[src/hdl/ps2_config.svh]
// PS/2 mouse host timing and flow-control constants
// all counts are in system clock cycles
// values are shortened for simulation; hardware values noted alongside

`ifndef PS2_CONFIG_SVH
`define PS2_CONFIG_SVH

// host holds the bus clock low before a request to send
// real hardware needs at least 100 us of inhibit
`define PS2_INHIBIT_CYCLES 200

// data pulled low, then clock held this long before release
// hardware: a few us is plenty
`define PS2_RTS_CYCLES 20

// no device clock edge for this long abandons a partial frame
// hardware: about 2 ms
`define PS2_FRAME_TIMEOUT 2000

// limit on waiting for line ack or the 0xFA reply
// hardware: tens of ms
`define PS2_ACK_TIMEOUT 20000

// consumer credits at reset, counter is 3 bits wide
`define PS2_CREDITS 2

// synchronizer depth on both bus lines, at least 2
`define PS2_SYNC_STAGES 3

`endif
[src/hdl/ps2_pkg.sv]
// PS/2 mouse shared types
// controller states, protocol codes and the two views of a received byte

package ps2_pkg;

	// init and run states of the host controller
	typedef enum logic [2:0] {
		INHIBIT,
		RTS,
		SEND,
		WAIT_ACK,
		STREAM
	} ctrl_state_t;

	// enable data reporting
	localparam logic [7:0] PS2_CMD_STREAM_ON = 8'hF4;
	// device acknowledge
	localparam logic [7:0] PS2_RSP_ACK = 8'hFA;

	// first byte of a movement packet, MSB first
	typedef struct packed {
		logic y_ovf;
		logic x_ovf;
		logic y_sign;
		logic x_sign;
		logic always_one;
		logic middle;
		logic right;
		logic left;
	} status_t;

	// same byte seen as a response code during init, or as packet status
	typedef union packed {
		logic [7:0] code;
		status_t status;
	} rx_byte_t;

endpackage

[src/hdl/ps2_packet_asm.sv]
// PS/2 movement packet assembler
// three bytes into buttons and 9-bit signed deltas, one hold slot,
// packets released against consumer credits

`include "ps2_config.svh"

module ps2_packet_asm (
	input  logic       clk,
	input  logic       reset,
	input  logic       stream_on,
	input  logic       rx_valid,
	input  ps2_pkg::rx_byte_t rx_byte,
	input  logic       rx_parity_err,
	input  logic       packet_credit,
	output logic       packet_valid,
	output logic       left,
	output logic       right,
	output logic       middle,
	output logic [8:0] dx,
	output logic [8:0] dy,
	output logic       frame_error,
	output logic       packet_drop
);

	import ps2_pkg::*;

	// next byte position in the packet
	logic [1:0] byte_cnt;
	// status and x of the packet being built
	rx_byte_t stat_q;
	logic [7:0] x_q;
	// hold slot
	rx_byte_t hold_stat;
	logic [7:0] hold_x;
	logic [7:0] hold_y;
	logic held;
	logic [2:0] credit_cnt;
	logic byte_ok;
	logic pkt_done;
	logic release_pkt;
	logic load_slot;

	assign byte_ok = stream_on && rx_valid && !rx_parity_err;
	assign pkt_done = byte_ok && (byte_cnt == 2'd2);
	// a credit arriving this cycle counts too
	assign release_pkt = held && ((credit_cnt != 3'd0) || packet_credit);
	// slot frees up the same cycle it is released
	assign load_slot = pkt_done && (!held || release_pkt);

	////////////////////////////////////////////////////////////////////////////
	// byte count, slot, credits
	always_ff @(posedge clk or negedge reset)
	begin
		if (!reset)
		begin
			byte_cnt <= 2'd0;
			held <= 1'b0;
			credit_cnt <= 3'(`PS2_CREDITS);
			packet_valid <= 1'b0;
			frame_error <= 1'b0;
			packet_drop <= 1'b0;
		end
		else
		begin
			frame_error <= stream_on && rx_valid && rx_parity_err;
			packet_drop <= pkt_done && !load_slot;
			packet_valid <= release_pkt;
			credit_cnt <= credit_cnt + {2'b00, packet_credit} - {2'b00, release_pkt};
			// bad byte throws away the partial packet
			if (!stream_on || (rx_valid && rx_parity_err))
				byte_cnt <= 2'd0;
			else if (byte_ok)
			begin
				case (byte_cnt)
					// bit 3 clear means not a status byte, stay put to resync
					2'd0:
						if (rx_byte.status.always_one)
							byte_cnt <= 2'd1;
					2'd1:
						byte_cnt <= 2'd2;
					default:
						byte_cnt <= 2'd0;
				endcase
			end
			if (load_slot)
				held <= 1'b1;
			else if (release_pkt)
				held <= 1'b0;
		end
	end

	////////////////////////////////////////////////////////////////////////////
	// packet data
	always_ff @(posedge clk)
	begin
		if (byte_ok && (byte_cnt == 2'd0))
			stat_q <= rx_byte;
		if (byte_ok && (byte_cnt == 2'd1))
			x_q <= rx_byte.code;
		if (load_slot)
		begin
			hold_stat <= stat_q;
			hold_x <= x_q;
			hold_y <= rx_byte.code;
		end
		// sign bits from the status byte become bit 8
		if (release_pkt)
		begin
			left <= hold_stat.status.left;
			right <= hold_stat.status.right;
			middle <= hold_stat.status.middle;
			dx <= {hold_stat.status.x_sign, hold_x};
			dy <= {hold_stat.status.y_sign, hold_y};
		end
	end

endmodule

[config.mk]
export PLATFORM = sky130hd
export DESIGN_NAME = ps2_packet_asm
export DESIGN_NICKNAME = d
export VERILOG_FILES = /design/src/hdl/ps2_pkg.sv /design/src/hdl/ps2_packet_asm.sv
export VERILOG_INCLUDE_DIRS = /design/src /design/src/hdl
export SDC_FILE = /design/constraint.sdc
export NUM_CORES = 1
export LEC_CHECK = 0
export BUFFER_PORTS_ARGS = -buffer_cell sky130_fd_sc_hd__buf_2
export CORE_UTILIZATION = 53
export DETAILED_ROUTE_END_ITERATION = 10
export GPL_TIMING_DRIVEN = 0
export PLACE_DENSITY = 0.77
export REMOVE_ABC_BUFFERS = 1
export SKIP_LAST_GASP = 1
export SLEW_MARGIN = 20
export SYNTH_ARGS = -nofsm -noshare
export SYNTH_HDL_FRONTEND = slang
export SYNTH_SLANG_ARGS = --single-unit
[constraint.sdc]
create_clock -name clk -period 3.6 [get_ports clk]
set_input_delay 0.18 -clock clk [delete_from_list [all_inputs] [get_ports clk]]
set_output_delay 0.18 -clock clk [all_outputs]
set_load 0.01 [all_outputs]
# [After elaboration in Yosys (flattened, before gate mapping)]
# Index checks and enable logic that the tools add are counted.
[totals] reg_bits=66 input_bits=14 out_inout_bits=24
[op_classes] add_sub_neg=2 eq_ne=3 mux=6 reduce_logical=22
[op_table] operator="logical AND 1 bit" n=10
[op_table] operator="2-to-1 mux 2 bit" n=3
[op_table] operator="zero test 1 bit" n=4
[op_table] operator="one-hot mux 2 bit (2 select lines)" n=1
[op_table] operator="nonzero test 2 bit" n=2
[op_table] operator="adder 3 x 1 -> 3 bit" n=1
[op_table] operator="logical OR 1 bit" n=3
[op_table] operator="!= test 3 bit (second input constant)" n=1
[op_table] operator="nonzero test 3 bit" n=1
[op_table] operator="subtractor 3 x 1 -> 3 bit" n=1
[op_table] operator="equality test 2 x 1 -> 1 bit (second input constant)" n=1
[op_table] operator="equality test 2 bit (second input constant)" n=1
[op_table] operator="zero test 2 bit" n=1
[op_table] operator="2-to-1 mux 1 bit" n=2
[op_table] operator="AND reduction 2 bit" n=1

# [Logic depth before layout (Yosys ltp)]
# Gate-level depths: netlist of the first run.
[depth] ltp_word=7 ltp_mapped=9 ltp_nobuf=9

# [Worst setup path after synthesis of the first run]
# No wires, ideal clock.
[synth_timing] path_type="flip-flop to flip-flop" start="reg credit_cnt[1]" end="reg credit_cnt[2]" setup_time_ns=0.123 t_arrival_ns=2.864 path_slack_ns=0.613 path_stages_with_launch=10 synth_period_minus_slack_ns=2.987 path_cell_list="dfstp_2 -> nor4_1 -> nor2_1 -> ha_1 -> inv_1 -> ha_1 -> inv_1 -> fa_1 -> xnor2_1 -> xnor2_1"
[synth_between] elab_chain_cells=4 elab_cells_between_ends=5
[synth_lines] element="from (decl)" line_no="ps2_packet_asm.sv:37" text="logic [2:0] credit_cnt;"
[synth_lines] element="from (signal assigned)" line_no="ps2_packet_asm.sv:58" text="credit_cnt <= 3'(`PS2_CREDITS);"
[synth_lines] element="from (signal assigned)" line_no="ps2_packet_asm.sv:68" text="credit_cnt <= credit_cnt + {2'b00, packet_credit} - {2'b00, release_pkt};"
[synth_lines] element="nonzero test 3 bit" line_no="ps2_packet_asm.sv:46" text="assign release_pkt = held && ((credit_cnt != 3'd0) || packet_credit);"
[synth_lines] element="logical OR 1 bit" line_no="ps2_packet_asm.sv:46"
[synth_lines] element="logical AND 1 bit" line_no="ps2_packet_asm.sv:46"
[synth_lines] element="net release_pkt" line_no="ps2_packet_asm.sv:40" text="logic release_pkt;"
[synth_lines] element="subtractor 3 x 1 -> 3 bit" line_no="ps2_packet_asm.sv:68"
# The timed path passes the listed nets, and every way through them passes these cells.
# A chain may end at the register's enable or synchronous reset.

# [Final worst setup path of the first run]
[layout_timing] start="reg credit_cnt[2]" end="reg credit_cnt[2]"
# Same word-level chain as after synthesis.

==> impl_metrics.csv, run 1 <==
group,metric,value,unit
route,drc_errors,0,
pwr,vdd_ir_drop_max,0.326,mV
synth,synthAdderAreaFrac,2.16,%
sta,worst_slew_pin_slew,0.813,ns
route,ant_nets,0,
route,met2_length,1.66,mm
route,wl_per_cell,15.4,µm
synth,synth_xor_area_share,0.839,%
die,io_pins,38,
synth,synthCells,91,
cts,postCtsHoldBufs,1,
route,wl,3.01,mm
global_routing,antenna_found_initial,0,
cts,clkTransAtPathRegs,0.06,ns
setup_path,startpoint_type,"flop",
die,die_area,4190,µm²
place,place_area,2380,µm²
sta,period_needed,3.01,ns
global_routing,overflow,0,
route,routed-wl-met3,158,µm
cts,cts_tree,"yes",
sta,relSlewSlack,45.4,%
global_routing,grt_usage,17.5,%
synth,synth-main-ff-cell,"edfxtp_1",
die,start_util,56.2,%
synth,synth_compound_area_share,1.38,%
min_path,hold_class,"input pin to flop",
sta,max_freq,332,MHz
global_routing,grt_pass1_wl,4.85,mm
global_routing,grt_max_degree,16,
die,core_area,3720,µm²
setup_path,path_cells,"nor4_1 > nor2_2 > buf_8 > ha_1 > inv_1 > ha_1 > inv_1 > fa_1 > xnor2_1 > xnor2_1",
cts,clockRootBuffer,"clkbuf_8",
cts,worstSkewPairLatency,0.33,ns
cells_and_area,num_antenna_cells,0,
sta,hold_violations,0,
pwr,powerDensity,605,nW/µm²
die,die_h,64.8,µm
cells_and_area,final_nets,159,
setup_path,end_kind,"flop",
setup_path,slowest_delay,0.72,ns
sta,setup_viol,0,
place,dp.cells,178,
route,vias_per_cell,4.95,
cells_and_area,drive_above_1_share,38.8,%
synth,synth_seq_area_share,90.0,%
place,dp_hpwl,2.03,mm
cells_and_area,fill_cells,243,
cells_and_area,areaGrowthSynthToFinish,24.4,%
cts,clock-sinks,64,
setup_path,required,3.84,ns
route,dr_total_vias,966,
cells_and_area,stdcell_area,2600,µm²
sta,finClkSkew,0.00355,ns
setup_path,crit_arrival,3.26,ns
run_status,status,"completed",
sta,slew_viol_final,0,
cells_and_area,instances_no_fill,195,
cts,cts-buffers-inserted,9,
route,drtPass1Iterations,4,
die,die_w,64.8,µm
cts,postCtsSetupBuffers,0,
job,maxCapViolCount,0,
setup_path,critPathSlowestCell,"nor4_1",
synth,synth_edf_count,55,
synth,ys_async_sr_fraction,14.1,%
synth,synth_top_family_by_area,"simple AND/OR/NAND/NOR gates",
route,wl_met1,1.12,mm
sta,tns,0,ns
synth,synth.distinct_cells,23,
setup_path,worstPathMaxFanout,15,
cts,h-tree-depth,3,
synth,syn-cell-area,2090,µm²
route,top_layer,"met4",
place,gp_congestion,0.650,
synth,synth_warnings,0,
place,portBuffers,37,
sta,post-route-period-util,83.7,%
global_routing,grt_pass1_vias,985,
setup_path,critPathKind,"flop to flop",
route,drt_iter0_drc,44,
pwr,leakage,0.962,nW
cts,clk_path_buf_depth,2,
synth,ys_ff_latch,64,
synth,synth_area_per_cell,22.9,µm²
synth,synthMuxAreaShare,0,%
synth,synth-simple-area-share,4.74,%
sta,grt_setup_unrepaired,"false",
die,num_rows,22,
cts,cts_resized,0,
path summary, 6_finish.rpt:
kind	startpoint	to	slack (ns)	cells after the start
max	credit_cnt[2]	credit_cnt[2]	0.59	10
min reg2reg	hold_x[7]	dx[7]	0.42	0
min in group asynchronous	reset	credit_cnt[2]	0.24	2
max in group asynchronous	reset	credit_cnt[1]	3.11	2
max reg2reg	credit_cnt[2]	credit_cnt[2]	0.59	10
min	rx_byte[7]	x_q[7]	0.05	1
worst max-delay path: cells and delay by family, from the launching register on:
kind                       cells  cell delay [ns]
DFF                            1             0.41
xor gates and xnor gates       2             0.38
buffers and inverters          3             0.35
adders and majority gates      3             0.80
and+or+nand+nor                2             0.98
area by class of cell:
| type | count | area (µm²) | share of cell area [%] |
|---|---|---|---|
| flip-flops and latches | 64 | 1880 | 72.3 |
| repair buffers | 40 | 225 | 8.67 |
| inverters | 5 | 18.8 | 0.723 |
| multi-input cells | 22 | 210 | 8.10 |
| clock inverters | 4 | 68.8 | 2.65 |
| clock buffers | 12 | 135 | 5.20 |
| well taps | 48 | 60.1 | 2.31 |
flip-flops by register name, summed over array words and instances (netlist names), 2 cells and up:
name	cells
dx	9
dy	9
hold_x	8
hold_y	8
x_q	8
hold_stat	5
stat_q	5
credit_cnt	3
byte_cnt	2
cell usage after synthesis, drive strengths merged, types with 2 or more instances:
master	count	share of area (%)
nor4	2	0.90
nand3b	2	0.72
ha	2	1.2
edfxtp	55	79
dfrtp	8	9.6
xnor2	2	0.84
inv	5	0.90
per-layer routing:
| metal | GRT usage, % | up-vias |
|---|---|---|
| li1 | - | 458 |
| met1 | 19.5 | 470 |
| met2 | 28.4 | 29 |
| met3 | 7.39 | 9 |
| met4 | 9.17 | 0 |
| met5 | 0 | - |
placed cells by master (no fill, tap or decap):
master and count:
edfxtp_1 55, nor3_1 1, nand4b_1 1, dlygate4sd3_1 1
clkbuf_1 3, buf_2 37, inv_1 5, nor3b_2 1
nor4_2 1, clkbuf_8 9, nand2b_1 1, nor2b_1 1
clkinv_1 1, or4_4 1, and3_1 1, nor4bb_1 1
dfrtp_1 8, clkinv_2 1, ha_1 2, nand3b_1 2
nor4_1 1, dfstp_2 1, a211oi_4 1, nor2_2 1
o21a_1 1, bufinv_16 2, o31ai_1 1, o22ai_1 1
buf_8 2, xnor2_1 2, fa_1 1
power breakdown:
group | switching [mW] | internal [mW] | leakage [nW] | total [mW]
combinational | 0.0471 | 0.0427 | 0.248 | 0.0899
sequential | 0.0218 | 0.828 | 0.612 | 0.850
clock | 0.243 | 0.387 | 0.102 | 0.630
total | 0.312 | 1.26 | 0.962 | 1.57
per-stage QoR:
| step | hold slack, ns | util, % | setup WS [ns] | power, mW |
|---|---|---|---|---|
| detailed placement | 0.0425 | 64.1 | 0.556 | 0.954 |
| floorplan | -0.116 | - | 0.613 | 0.918 |
| global route | 0.0350 | 69.9 | 0.333 | 1.64 |
| CTS | 0.0261 | 69.9 | 0.529 | 1.59 |
| finish | 0.0457 | 69.9 | 0.588 | 1.57 |
| global placement | 0.0333 | 62.8 | 0.239 | 0.936 |
cells by family (layout without fill, tap and decap cells):
| logic type | count (synthesis) | in the layout |
|---|---|---|
| XOR/XNOR | 2 | 2 |
| flip-flops | 64 | 64 |
| AND/OR/NAND/NOR | 13 | 13 |
| adder cells (fa/ha/maj) | 3 | 3 |
| buffers and inverters | 5 | 61 |
| AO/OA/AOI/OAI | 4 | 4 |
Power figures use the tool's default switching activity.
==> run 2: changes to the inputs <==
--- a/config.mk
+++ b/config.mk
@@ -6,11 +6,12 @@
 export SDC_FILE = /design/constraint.sdc
 export NUM_CORES = 1
 export LEC_CHECK = 0
+export ABC_AREA = 1
 export BUFFER_PORTS_ARGS = -buffer_cell sky130_fd_sc_hd__buf_2
-export CORE_UTILIZATION = 53
+export CORE_UTILIZATION = 48
 export DETAILED_ROUTE_END_ITERATION = 10
 export GPL_TIMING_DRIVEN = 0
-export PLACE_DENSITY = 0.77
+export PLACE_DENSITY = 0.74
 export REMOVE_ABC_BUFFERS = 1
 export SKIP_LAST_GASP = 1
 export SLEW_MARGIN = 20
==> constraint.sdc (replaced) <==
create_clock -name clk -period 2.52 [get_ports clk]
set_input_delay 0.126 -clock clk [delete_from_list [all_inputs] [get_ports clk]]
set_output_delay 0.126 -clock clk [all_outputs]
set_load 0.01 [all_outputs]
==> impl_metrics.csv, run 2 <==
group,metric,value,unit
route,ant_nets,0,
setup_path,path_buf_inv,2,
synth,syn-cell-area,2110,µm²
sta,grt_setup_unrepaired,"false",
cells_and_area,num_antenna_cells,0,
synth,yosysTopAreaCell,"edfxtp_1",
global_routing,overflow,0,
global_routing,grt_pass1_vias,1099,
cells_and_area,final_util,64.7,%
sta,relSlewSlack,38.6,%
setup_path,path_cells,"nor2_1 > a31oi_4 > ha_1 > inv_1 > ha_1 > inv_1 > fa_1 > xnor2_1 > xor2_1",
place,dp_hpwl,2.18,mm
synth,synth_edf_count,55,
sta,setup_viol,0,
synth,synth_warnings,0,
cts,worstSkewPairLatency,0.32,ns
die,num_rows,23,
sta,whs,0.0144,ns
sta,worst_slew_pin_slew,0.913,ns
pwr,power,2.24,mW
pwr,vdd_ir_drop_max,0.469,mV
setup_path,end_kind,"flop",
synth,ys_async_sr_fraction,14.1,%
cells_and_area,most-common-layout-cells,"edfxtp_1, buf_2, inv_1",
die,die_w,68.4,µm
setup_path,worstPathMaxFanout,3,
synth,synth_top_cell_area_share,78.1,%
route,drt_iter0_drc,49,
die,io_pins,38,
route,routed-wl-met3,205,µm
sta,max_freq,419,MHz
sta,fin_ws,0.133,ns
setup_path,crit_arrival,2.63,ns
route,wl_per_cell,15.8,µm
synth,synth_seq_area_share,88.8,%
place,post-place-ws,-0.293,ns
sta,finClkSkew,0.00785,ns
sta,slew_viol_final,0,
pwr,leakage,1.06,nW
synth,synth_common_cells,"edfxtp_1, inv_1, dfrtp_1",
die,core_area,4120,µm²
route,dr_total_vias,1058,
setup_path,critPathSlowestCell,"nor2_1",
sta,period_needed,2.39,ns
die,die_h,68.4,µm
route,drtPass1Iterations,4,
setup_path,startpoint_type,"flop",
route,vias_per_cell,4.85,
setup_path,critPathKind,"flop to flop",
route,top_layer,"met4",
cts,cts-buffers-inserted,9,
synth,synthTopCellsByArea,"edfxtp_1, dfrtp_1, inv_1, dfstp_2, nand2_1",
place,portBuffers,37,
global_routing,grt_max_degree,12,
synth,ys_ff_latch,64,
die,die_area,4670,µm²
synth,synthCells,107,
global_routing,grt_usage,17.6,%
cts,clk_path_buf_depth,2,
die,start_util,51.4,%
cts,clock-sinks,64,
global_routing,antenna_found_initial,0,
route,wl,3.44,mm
cells_and_area,top_regs,"dx: 9 flops, dy: 9 flops",
cts,cts_tree,"yes",
synth,synth.most_common_cell,"edfxtp_1",
sta,post-route-period-util,94.7,%
pwr,powerDensity,842,nW/µm²
cts,h-tree-depth,3,
job,maxCapViolCount,0,
setup_path,critPathTopFamily,"adder cells",
sta,hold_violations,0,
synth,synth_area_per_cell,19.8,µm²
setup_path,slowest_delay,0.41,ns
setup_path,required,2.76,ns
synth,synth.distinct_cells,19,
route,met2_length,1.88,mm
cts,clkTransAtPathRegs,0.06,ns
cells_and_area,final_nets,180,
run_status,status,"completed",
min_path,hold_class,"input pin to flop",
synth,synth-main-ff-cell,"edfxtp_1",
cts,clockRootBuffer,"clkbuf_8",
route,drc_errors,0,
route,wl_met1,1.25,mm
place,gp_congestion,0.706,
cells_and_area,areaGrowthSynthToFinish,25.9,%
global_routing,grt_pass1_wl,5.21,mm
cells_and_area,drive_above_1_share,35.7,%
cells_and_area,layout_commonest_cell,"edfxtp_1",
run 2: cell count changes after synthesis, moves of 2 or more:
cell      previous run  this run
inv_1                5        15
nand2_1              0         7
nor2_1               1         5
nand3b_1             2         0
nand4_1              0         2
o21ai_1              0         2
run 2: area by class of cell:
| type | instances | area [µm²] |
|---|---|---|
| sequential | 64 | 1880 |
| fill | 289 | 1450 |
| timing repair buffer | 44 | 254 |
| multi-input combinational | 29 | 210 |
| clock buffer | 13 | 159 |
| tap | 50 | 62.6 |
| inverter | 15 | 56.3 |
| clock inverter | 3 | 42.5 |
run 2: where the power goes:
group / switching (mW) / total [mW] / internal, mW
Combinational: 0.113 / 0.174 / 0.0619
Clock: 0.348 / 0.858 / 0.510
Sequential: 0.0231 / 1.21 / 1.19
Total: 0.484 / 2.24 / 1.76
run 2: worst paths after layout:
path | slack, ns | cells past startpoint | end | start
max in group asynchronous | 2.07 | 2 | credit_cnt[1] | reset
worst min-delay path | 0.01 | 1 | stat_q[5] | rx_byte[5]
worst max-delay path | 0.13 | 9 | credit_cnt[2] | credit_cnt[1]
min in group asynchronous | 0.20 | 2 | byte_cnt[0] | reset
worst max register to register | 0.13 | 9 | credit_cnt[2] | credit_cnt[1]
worst min register to register | 0.41 | 0 | hold_x[6] | x_q[6]
run 2: through the flow:
| stage | cell area, µm² | cells | TNS (ns) |
|---|---|---|---|
| 2_1_floorplan | 2110 | 107 | -1.25 |
| 3_3_place_gp | 2360 | 194 | -3.93 |
| 3_5_place_dp | 2390 | 195 | -0.332 |
| 4_1_cts | 2660 | 218 | 0 |
| 5_1_grt | 2660 | 218 | 0 |
| 6_report | 2660 | 218 | 0 |
run 2: cell families (layout without fill, tap and decap cells):
group	after synthesis	count (layout)	share of synthesized area [%]
AO/OA/AOI/OAI	4	5	1.01
XOR/XNOR	2	2	0.829
AND/OR/NAND/NOR	19	19	4.56
adder cells (fa/ha/maj)	3	3	2.13
buffers and inverters	15	75	2.66
flip-flops	64	64	88.8
run 2: timing repair:
| action | in CTS | in global routing |
|---|---|---|
| endpoints found under the setup margin | 2 | 0 |
| setup buffers | 1 | 0 |
| resized for setup | 0 | 0 |
| hold buffers | 5 | 0 |
| endpoints found under the hold margin | 19 | 0 |
run 2: worst reg2reg max path, delay by kind of cell (launching register included):
kind	cells	cell delay [ns]
AOI/OAI and AO/OA	1	0.16
xor gates and xnor gates	2	0.38
adders and majority gates	3	0.86
buffers and inverters	2	0.12
DFF	1	0.39
and+or+nand+nor	1	0.41
run 2: per-layer routing:
metal | GRT usage [%] | vias to the layer above
met5 | 0 | -
met4 | 13.5 | 0
met3 | 6.17 | 13
met2 | 30.3 | 39
met1 | 17.0 | 507
li1 | - | 499
==> run 3: changes to the inputs <==
==> constraint.sdc (replaced) <==
create_clock -name clk -period 2.52 [get_ports clk]
set_input_delay 0.63 -clock clk [delete_from_list [all_inputs] [get_ports clk]]
set_output_delay 0.63 -clock clk [all_outputs]
set_load 0.01 [all_outputs]
==> impl_metrics.csv, run 3 (same netlist as run 2, synthesis figures left out) <==
group,metric,value,unit
pwr,powerDensity,856,nW/µm²
route,wl_per_cell,15.9,µm
setup_path,crit_arrival,2.63,ns
min_path,hold_class,"input pin to asynchronous set/reset pin",
place,dp.cells,195,
route,vias_per_cell,4.88,
place,portBuffers,37,
sta,slew_viol_final,0,
setup_path,critPathTopFamily,"adder cells",
sta,setup_viol,0,
sta,relSlewSlack,38.6,%
cells_and_area,stdcell_area,2610,µm²
cells_and_area,fill_cells,293,
cells_and_area,top_regs,"dx: 9 flops, dy: 9 flops",
sta,finClkSkew,0.00726,ns
cells_and_area,final_nets,175,
global_routing,grt_pass1_vias,1074,
setup_path,path_cells,"nor2_1 > a31oi_4 > ha_1 > inv_1 > ha_1 > inv_1 > fa_1 > xnor2_1 > xor2_1",
sta,grt_setup_unrepaired,"false",
cts,h-tree-depth,3,
cts,clk_path_buf_depth,2,
place,post-place-ws,-0.489,ns
cells_and_area,final_util,63.5,%
cts,clkTransAtPathRegs,0.06,ns
die,core_area,4120,µm²
run_status,status,"completed",
cells_and_area,areaGrowthSynthToFinish,23.6,%
cells_and_area,num_antenna_cells,0,
pwr,vdd_ir_drop_max,0.469,mV
setup_path,path_buf_inv,2,
place,gp_congestion,0.706,
setup_path,critPathSlowestCell,"nor2_1",
cts,worstSkewPairLatency,0.32,ns
place,dp_hpwl,2.18,mm
global_routing,grt_max_degree,12,
sta,max_freq,419,MHz
sta,period_needed,2.39,ns
cts,cts-buffers-inserted,9,
cts,clock-sinks,64,
sta,hold_violations,0,
cells_and_area,instances_no_fill,213,
setup_path,timing.rr.start,"credit_cnt[1]",
job,maxCapViolCount,0,
route,drtPass1Iterations,4,
cts,cts_tree,"yes",
die,die_w,68.4,µm
route,drc_errors,0,
setup_path,end_kind,"flop",
cells_and_area,layout_commonest_cell,"edfxtp_1",
pwr,leakage,1.04,nW
setup_path,ff2ff_setup_slack,0.13,ns
setup_path,slowest_delay,0.41,ns
sta,tns,0,ns
die,io_pins,38,
setup_path,critPathKind,"flop to flop",
setup_path,worstPathMaxFanout,3,
sta,worst_slew_pin_slew,0.914,ns
setup_path,timing.rr.end,"credit_cnt[2]",
die,num_rows,23,
setup_path,startpoint_type,"flop",
global_routing,grt_pass1_wl,5.13,mm
route,drt_iter0_drc,69,
cts,postCtsHoldBufs,0,
setup_path,reg2regPathDepth,9,
sta,post-route-period-util,94.7,%
global_routing,overflow,0,
die,die_h,68.4,µm
global_routing,grt_usage,17.3,%
setup_path,required,2.76,ns
sta,fin_ws,0.133,ns
route,ant_nets,0,
die,start_util,51.4,%
cells_and_area,drive_above_1_share,36.8,%
cts,clockRootBuffer,"clkbuf_8",
cells_and_area,most-common-layout-cells,"edfxtp_1, buf_2, inv_1",
die,die_area,4670,µm²
place,place_area,2390,µm²
global_routing,antenna_found_initial,0,
route,dr_total_vias,1039,
route,wl,3.38,mm
[run 3: per-stage QoR]
stage / hold slack (ns) / power (mW)
after floorplan: 0.334 / 1.32
after global placement: 0.401 / 1.35
after detailed placement: 0.405 / 1.38
after CTS: 0.141 / 2.26
after global routing: 0.147 / 2.33
final: 0.154 / 2.24
[run 3: final cells by class]
class | count | area, µm² | area share, %
timing repair buffer | 39 | 204 | 7.81
clock buffer | 13 | 159 | 6.08
tap | 50 | 62.6 | 2.39
multi-input combinational | 29 | 210 | 8.05
inverter | 15 | 56.3 | 2.16
clock inverter | 3 | 42.5 | 1.63
sequential | 64 | 1880 | 71.9
[run 3: worst register-to-register path: cells and delay by family (launching register included)]
kind	cells	cell delay, ns
AO/OA/AOI/OAI	1	0.16
XOR/XNOR	2	0.38
adder cells (fa/ha/maj)	3	0.86
buffers and inverters	2	0.12
flip-flops	1	0.39
AND/OR/NAND/NOR	1	0.41
[run 3: worst max-delay path by stage]
stage / endpoint / slack (ns) / startpoint / cells after the start
2_1_floorplan: credit_cnt[2] / -0.80 / packet_credit / 9
3_3_place_gp: credit_cnt[2] / -1.36 / packet_credit / 10
3_5_place_dp: credit_cnt[2] / -0.49 / packet_credit / 10
4_1_cts: credit_cnt[2] / 0.14 / credit_cnt[1] / 9
5_1_grt: credit_cnt[2] / 0.02 / credit_cnt[1] / 9
6_report: credit_cnt[2] / 0.13 / credit_cnt[1] / 9
[run 3: routing by layer]
layer	global-route usage [%]	vias to the layer above	share of wire, %
met3	6.17	13	6.7
met1	16.8	493	35
met5	0	-	0
li1	-	489	-
met4	13.5	0	3.2
met2	29.5	44	55
[run 3: timing repair]
item	CTS	global route
setup endpoints to repair	2	0
resized for setup	0	0
endpoints found under the hold margin	0	0
setup buffers	1	0
[run 3: where the power goes]
group	total (mW)	internal, mW	switching (mW)
combinational	0.168	0.0568	0.111
sequential	1.21	1.19	0.0234
clock	0.857	0.510	0.347
total	2.24	1.75	0.482
